**config.mk**
```make
export PLATFORM = sky130hd
export DESIGN_NAME = wb_stage
export DESIGN_NICKNAME = d
export VERILOG_FILES = /design/src/design/rv_wb_pkg.sv /design/src/design/wb_if.sv /design/src/design/wb_stage.sv /design/src/design/store_fsm.sv /design/src/design/gpr_file.sv /design/src/design/wb_result_sel.sv
export VERILOG_INCLUDE_DIRS = /design/src /design/src/design
export SDC_FILE = /design/constraint.sdc
export NUM_CORES = 2
export LEC_CHECK = 0
export BUFFER_PORTS_ARGS = -buffer_cell sky130_fd_sc_hd__buf_2
export CORE_MARGIN = 5
export CORE_UTILIZATION = 30
export DETAILED_ROUTE_END_ITERATION = 7
export SLEW_MARGIN = 20
export SYNTH_ARGS = -nofsm -noshare
export SYNTH_HDL_FRONTEND = slang
export SYNTH_HIERARCHICAL = 1
export SYNTH_SLANG_ARGS = --single-unit
```
**constraint.sdc**
```tcl
create_clock -name clk -period 6.6 [get_ports clk]
set_clock_uncertainty 0.1 [all_clocks]
set_input_delay 1.65 -clock clk [delete_from_list [all_inputs] [get_ports clk]]
set_output_delay 1.65 -clock clk [all_outputs]
set_load 0.03 [all_outputs]
```
**src/design/rv_wb_params.svh**
```systemverilog
`ifndef RV_WB_PARAMS_SVH
`define RV_WB_PARAMS_SVH

// data path width of the RV64 core
`define RV_XLEN 64

// general purpose register file geometry
`define RV_REG_NUM   32
`define RV_REG_IDX_W 5

// one mask bit per byte lane
`define RV_MASK_W 8

// raw store offset as delivered by decode
`define RV_IMM_W 32

`endif
```
**src/design/rv_wb_pkg.sv**
```systemverilog
`include "rv_wb_params.svh"

package rv_wb_pkg;

    typedef logic [`RV_XLEN-1:0]      xlen_t;
    typedef logic [`RV_REG_IDX_W-1:0] reg_idx_t;
    typedef logic [`RV_MASK_W-1:0]    wmask_t;
    typedef logic [`RV_IMM_W-1:0]     imm_t;

    // result source code, 1/2/4/6 select the memory result
    typedef logic [2:0] ld_src_t;

    // width extension applied before the register write
    typedef enum logic [3:0] {
        EXT_NONE   = 4'd0, // jalr and full width ops
        EXT_W_SIGN = 4'd1, // lw, addw and friends
        EXT_W_ZERO = 4'd2,
        EXT_H_SIGN = 4'd3  // lh
    } ext_mode_t;

    // store transaction sequence
    typedef enum logic [1:0] {
        ST_IDLE,
        ST_WRITE,  // write valid raised, waiting for done
        ST_WRESP,  // waiting for the response pulse
        ST_FIN
    } store_state_t;

endpackage

```
**src/design/wb_if.sv**
```systemverilog
// register write from result select into the register file
interface rd_write_if;
    import rv_wb_pkg::*;

    logic     we;       // one-cycle write strobe
    reg_idx_t idx;
    xlen_t    data;
    reg_idx_t base_idx; // store base read address

    modport src (
        output we, idx, data, base_idx
    );

    modport dst (
        input we, idx, data, base_idx
    );
endinterface

// store request from result select to the store engine
interface store_req_if;
    import rv_wb_pkg::*;

    logic   start;    // one-cycle strobe, only while busy is low
    xlen_t  base_val; // base register value from the register file
    imm_t   imm;
    xlen_t  data;
    wmask_t mask;
    logic   busy;

    modport issue (
        output start, imm, data, mask,
        input  busy
    );

    modport base (
        output base_val
    );

    modport engine (
        input  start, base_val, imm, data, mask,
        output busy
    );
endinterface

```
**src/design/wb_stage.sv**
```systemverilog
module wb_stage (
    input  logic                 clk,
    input  logic                 rst_n,

    // retiring instruction from the previous stage
    input  logic                 wb_valid,
    input  logic                 is_store,
    input  rv_wb_pkg::reg_idx_t  reg_idx,
    input  rv_wb_pkg::xlen_t     ex_res,
    input  rv_wb_pkg::xlen_t     mem_res,
    input  rv_wb_pkg::ld_src_t   ld_src,
    input  logic                 fwd_hazard,
    input  rv_wb_pkg::ext_mode_t ext_mode,
    input  rv_wb_pkg::imm_t      s_imm,
    input  rv_wb_pkg::wmask_t    wmask,

    // debug read
    input  rv_wb_pkg::reg_idx_t  dbg_idx,
    output rv_wb_pkg::xlen_t     dbg_data,

    // store write bus
    input  logic                 mem_wdone,
    input  logic                 mem_bresp,
    output logic                 mem_wvalid,
    output rv_wb_pkg::xlen_t     mem_waddr,
    output rv_wb_pkg::xlen_t     mem_wdata,
    output rv_wb_pkg::wmask_t    mem_wmask,

    output logic                 wb_ready
);

    rd_write_if  i_wr_if ();
    store_req_if i_st_if ();

    wb_result_sel i_result_sel (
        .clk        (clk),
        .rst_n      (rst_n),
        .wb_valid   (wb_valid),
        .is_store   (is_store),
        .reg_idx    (reg_idx),
        .ex_res     (ex_res),
        .mem_res    (mem_res),
        .ld_src     (ld_src),
        .fwd_hazard (fwd_hazard),
        .ext_mode   (ext_mode),
        .s_imm      (s_imm),
        .wmask      (wmask),
        .wr         (i_wr_if.src),
        .st         (i_st_if.issue)
    );

    gpr_file i_gpr_file (
        .clk      (clk),
        .rst_n    (rst_n),
        .wr       (i_wr_if.dst),
        .st       (i_st_if.base),
        .dbg_idx  (dbg_idx),
        .dbg_data (dbg_data)
    );

    store_fsm i_store_fsm (
        .clk        (clk),
        .rst_n      (rst_n),
        .st         (i_st_if.engine),
        .mem_wdone  (mem_wdone),
        .mem_bresp  (mem_bresp),
        .mem_wvalid (mem_wvalid),
        .mem_waddr  (mem_waddr),
        .mem_wdata  (mem_wdata),
        .mem_wmask  (mem_wmask),
        .wb_ready   (wb_ready)
    );

endmodule

```
**src/design/store_fsm.sv**
```systemverilog
`include "rv_wb_params.svh"

module store_fsm (
    input  logic              clk,
    input  logic              rst_n,
    store_req_if.engine       st,
    input  logic              mem_wdone,  // pulse from the slave
    input  logic              mem_bresp,  // pulse from the slave
    output logic              mem_wvalid,
    output rv_wb_pkg::xlen_t  mem_waddr,
    output rv_wb_pkg::xlen_t  mem_wdata,
    output rv_wb_pkg::wmask_t mem_wmask,
    output logic              wb_ready
);
    import rv_wb_pkg::*;

    store_state_t state_q;
    store_state_t state_d;
    xlen_t        addr_q;
    xlen_t        data_q;
    wmask_t       mask_q;
    xlen_t        imm_sext;
    xlen_t        addr_d;

    // effective address is base plus sign-extended offset
    assign imm_sext = {{(`RV_XLEN-`RV_IMM_W){st.imm[`RV_IMM_W-1]}}, st.imm};
    assign addr_d   = st.base_val + imm_sext;

    always_comb begin
        state_d = state_q;
        case (state_q)
            ST_IDLE: begin
                if (st.start) begin
                    state_d = ST_WRITE;
                end
            end
            ST_WRITE: begin
                if (mem_wdone) begin
                    state_d = ST_WRESP;
                end
            end
            ST_WRESP: begin
                if (mem_bresp) begin
                    state_d = ST_FIN;
                end
            end
            ST_FIN:  state_d = ST_IDLE;
            default: state_d = ST_IDLE;
        endcase
    end

    always_ff @(posedge clk or negedge rst_n) begin
        if (!rst_n) begin
            state_q <= ST_IDLE;
        end else begin
            state_q <= state_d;
        end
    end

    // capture on accept, hold through the transfer, clear in FIN
    always_ff @(posedge clk or negedge rst_n) begin
        if (!rst_n) begin
            addr_q <= '0;
            data_q <= '0;
            mask_q <= '0;
        end else if (state_q == ST_IDLE && st.start) begin
            addr_q <= addr_d;
            data_q <= st.data;
            mask_q <= st.mask;
        end else if (state_q == ST_FIN) begin
            addr_q <= '0;
            data_q <= '0;
            mask_q <= '0;
        end
    end

    assign mem_wvalid = (state_q == ST_WRITE);
    assign mem_waddr  = addr_q;
    assign mem_wdata  = data_q;
    assign mem_wmask  = mask_q;

    // stall upstream while the bus is in flight
    assign wb_ready = !(state_q == ST_WRITE || state_q == ST_WRESP);
    assign st.busy  = (state_q != ST_IDLE); // FIN still blocks a new request

endmodule

```
**src/design/gpr_file.sv**
```systemverilog
`include "rv_wb_params.svh"

module gpr_file (
    input  logic                clk,
    input  logic                rst_n,
    rd_write_if.dst             wr,
    store_req_if.base           st,
    input  rv_wb_pkg::reg_idx_t dbg_idx,
    output rv_wb_pkg::xlen_t    dbg_data
);
    import rv_wb_pkg::*;

    xlen_t regs [`RV_REG_NUM];

    // synchronous write on the strobe edge
    always_ff @(posedge clk or negedge rst_n) begin
        if (!rst_n) begin
            for (int i = 0; i < `RV_REG_NUM; i++) begin
                regs[i] <= '0;
            end
        end else if (wr.we) begin
            regs[wr.idx] <= wr.data;
        end
    end

    // store base read, x0 forced to zero
    assign st.base_val = (wr.base_idx == '0) ? '0 : regs[wr.base_idx];

    // debug port for watching the register file from outside
    assign dbg_data = (dbg_idx == '0) ? '0 : regs[dbg_idx];

endmodule

```
**src/design/wb_result_sel.sv**
```systemverilog
`include "rv_wb_params.svh"

module wb_result_sel (
    input  logic                clk,
    input  logic                rst_n,
    input  logic                wb_valid,
    input  logic                is_store,
    input  rv_wb_pkg::reg_idx_t reg_idx,    // rd for writes, base for stores
    input  rv_wb_pkg::xlen_t    ex_res,
    input  rv_wb_pkg::xlen_t    mem_res,
    input  rv_wb_pkg::ld_src_t  ld_src,
    input  logic                fwd_hazard,
    input  rv_wb_pkg::ext_mode_t ext_mode,
    input  rv_wb_pkg::imm_t     s_imm,
    input  rv_wb_pkg::wmask_t   wmask,
    rd_write_if.src             wr,
    store_req_if.issue          st
);
    import rv_wb_pkg::*;

    xlen_t sel_val;
    xlen_t ext_val;
    logic  use_mem;
    logic  idx_nz;

    assign use_mem = (ld_src inside {3'd1, 3'd2, 3'd4, 3'd6}) && !fwd_hazard;
    assign sel_val = use_mem ? mem_res : ex_res;
    assign idx_nz  = (reg_idx != '0);

    always_comb begin
        case (ext_mode)
            EXT_NONE:   ext_val = sel_val;
            EXT_W_SIGN: ext_val = {{(`RV_XLEN-32){sel_val[31]}}, sel_val[31:0]};
            EXT_W_ZERO: ext_val = {{(`RV_XLEN-32){1'b0}}, sel_val[31:0]};
            EXT_H_SIGN: ext_val = {{(`RV_XLEN-16){sel_val[15]}}, sel_val[15:0]};
            default:    ext_val = {{(`RV_XLEN-32){1'b0}}, sel_val[31:0]}; // treated as word zero-ext
        endcase
    end

    // x0 writes are dropped here
    assign wr.we       = wb_valid && !is_store && idx_nz && !st.busy;
    assign wr.idx      = reg_idx;
    assign wr.data     = ext_val;
    assign wr.base_idx = reg_idx;

    // store data goes out unextended
    assign st.start = wb_valid && is_store && idx_nz && !st.busy;
    assign st.imm   = s_imm;
    assign st.data  = sel_val;
    assign st.mask  = wmask;

endmodule

```
==> out/results.ini <==
[run_status]
status=finished, final reports clean

[yosys]
synth_area_per_cell_um2=14.4
synth-seq-area-share_pct=44.9
syn-cell-area_mm2=0.122
synth_cells=8476
ys_types=93
synthFlopType=dfrtp_1
ys_seq_elements=2186
ys_warn_count=6
async_flop_share_pct=100
synth_edf_count=0
syn_nets=8737

[final_layout]
area_delta_synth_final_pct=15.7
nets=9007
finalNonFillerCells=14400
drive_above_1_share_pct=51.6
fillers=38600

[critical_path]
cp-start-kind=input port
max_stage_delay_ps=520
worstPathCellList=buf_8 > buf_12 > buf_4 > mux4_2 > mux2i_1 > o22a_1 > o221ai_1 > buf_4 > buf_12
reg2reg_setup_slack_ps=1930
rr_startpoint=i_gpr_file/regs[1792]
critical_path_buf_inv_count=5
critPathKind=in2out
reg2reg_to=i_store_fsm/mem_waddr[50]
reg2regPathDepth=18
crit_path_max_fanout=40
cp_top_family=buffers and inverters
crit_path_end_kind=primary output
cp_num_cells=9
crit_slowest_cell=mux4_2
cp_data_required_time_ps=4850
arrival_ps=4660

[placement]
gp_congestion=0.888
dp_hpwl_um=285000
place_inst=13900
port_buffers=393

[floorplanning]
chipHeight_um=647
core_mm2=0.406
die-area_mm2=0.419
ios=394
die_w_um=647
num_rows=234
start_util_pct=30.0

[routing]
drtIter0Drc=7989
vias=82000
drc=0
drt-pass1-iter-count=6
ant_nets=0
avgRoutedWirePerCell_um=30.8
totalWireLength_um=443000
routed_via_density=5.71

[grt]
grt_overflow_total=0
grt_first_pass_wirelength_um=635000
grt_max_degree=187
grt_pass1_vias=85200
grt_antenna_before_repair=22
grt_use_total_pct=20.6

[timing]
rsz0062_at_grt=no
fin_tns_setup_ps=0
worst_pin_slew_ps=1230
setup_viol=0
drv_slew=0
finalHoldViolCount=0
fin_crit_sh_pct=97.1
period_needed_ps=6410
fmax_mhz=156
max_slew_margin_pct=18.0

[clocking]
cts_resized=0
numCtsBuffers=231
postCtsHoldBufs=0
cts_tree=built
htreeDepth=4
clock-sinks=2186
cts_setup_buffers=0
clock_latency_ps=940
clockBufferDepth=4
clk_pin_slew_worst_paths_ps=60
cts_root_buf=clkbuf_16

[hold_path]
holdPathStages=2
hold_end=i_store_fsm/mem_waddr[39]
hp-class=reg2reg
min_from=i_store_fsm/mem_waddr[39]

[pwr]
p_leak_uw=0.0648
powerDensity_mw_per_mm2=256
peakVddDrop_uv=227

[flow_run]
cap_viol_max_count=0

==> worst max path at each step <==
stage	from	endpoint	slack (ps)
final	dbg_idx[0]	dbg_data[19]	190
after CTS	dbg_idx[0]	dbg_data[19]	230
after floorplan	reg_idx[0]	i_store_fsm/mem_waddr[61]	960
after detailed placement	reg_idx[0]	i_store_fsm/mem_waddr[46]	100
after global placement	reg_idx[0]	i_store_fsm/mem_waddr[60]	70
after global routing	dbg_idx[0]	dbg_data[19]	180
==> cell usage after synthesis (41+ instances only) <==
master       n  share of area [%]
dfrtp_1   2186                 45
mux2_2    2162                 20
mux4_2     953                 18
mux2i_1    575                4.7
clkbuf_1   348                1.1
buf_2      336                1.4
nand2_1    254               0.78
o22ai_1    194                1.0
buf_4      126               0.78
nand3b_1   118               0.73
a21oi_1    106               0.44
a22oi_1     97               0.60
o21ai_0     95               0.39
nor2_1      78               0.24
ha_1        68               0.70
buf_6       58               0.54
nor2b_1     51               0.26
or2_2       47               0.24
nor3_1      42               0.17
buf_1       41               0.13
==> placed cells by master, fill, tap and decap left out, drive strengths merged, types with 107 or more instances in the layout <==
master and instances:
dfrtp 2186, mux2 2162, mux4 954, buf 950
mux2i 575, clkbuf 342, nand2 268, o22ai 194
nand3b 118, a21oi 107, o21ai 107
==> where the power goes <==
part	switching, uW	internal, uW
clock	5720	7850
combinational	3770	3140
sequential	961	14700
==> metal layers <==
layer	up-vias	track usage, %	wire length [um]
met5	-	0	38
met4	6	9.14	24800
met3	897	3.28	29600
met2	3488	33.5	209000
met1	44500	27.1	179000
li1	33100	-	-
==> registers in the layout, summed over array words and instances (netlist names) <==
register / flops
i_store_fsm/mem_waddr: 64
i_gpr_file/regs: 2048
i_store_fsm/state_q: 2
i_store_fsm/mem_wdata: 64
i_store_fsm/mem_wmask: 8
==> logic make-up after synthesis <==
kind of cell / after synthesis / synth area share, %
multiplexers: 3691 / 42.4
adder cells (fa/ha/maj): 69 / 0.715
buffers and inverters: 944 / 4.04
AO/OA/AOI/OAI: 729 / 4.04
flip-flops: 2186 / 44.9
AND/OR/NAND/NOR: 812 / 3.62
XOR/XNOR: 45 / 0.324
==> layout make-up <==
| type | instances | area, um^2 | area share, % |
|---|---|---|---|
| Clock buffer | 340 | 6800 | 4.83 |
| Clock inverter | 69 | 916 | 0.650 |
| Multi-Input combinational cell | 5346 | 62900 | 44.6 |
| Antenna cell | 13 | 32.5 | 0.0231 |
| Sequential cell | 2186 | 54700 | 38.8 |
| Timing Repair Buffer | 952 | 8740 | 6.20 |
| Tap cell | 5428 | 6790 | 4.82 |
| Inverter | 29 | 109 | 0.0772 |
==> tightest hold or removal path: stages, from the launching register on <==
cell,delay (ps)
dfrtp_1,340
nand2_1,50
o21ai_0,60
==> per-stage QoR <==
stage	hold WS [ps]	total power (uW)	area (um^2)	setup WS, ps	util, %
final	382	36100	141000	190	34.8
after global routing	423	37500	141000	185	34.8
after CTS	384	36400	141000	231	34.7
after detailed placement	369	22800	133000	97.6	32.8
after global placement	376	22500	133000	71.8	32.8
after floorplan	375	20100	122000	958	-
No activity file was read; power rests on OpenSTA's default activity.
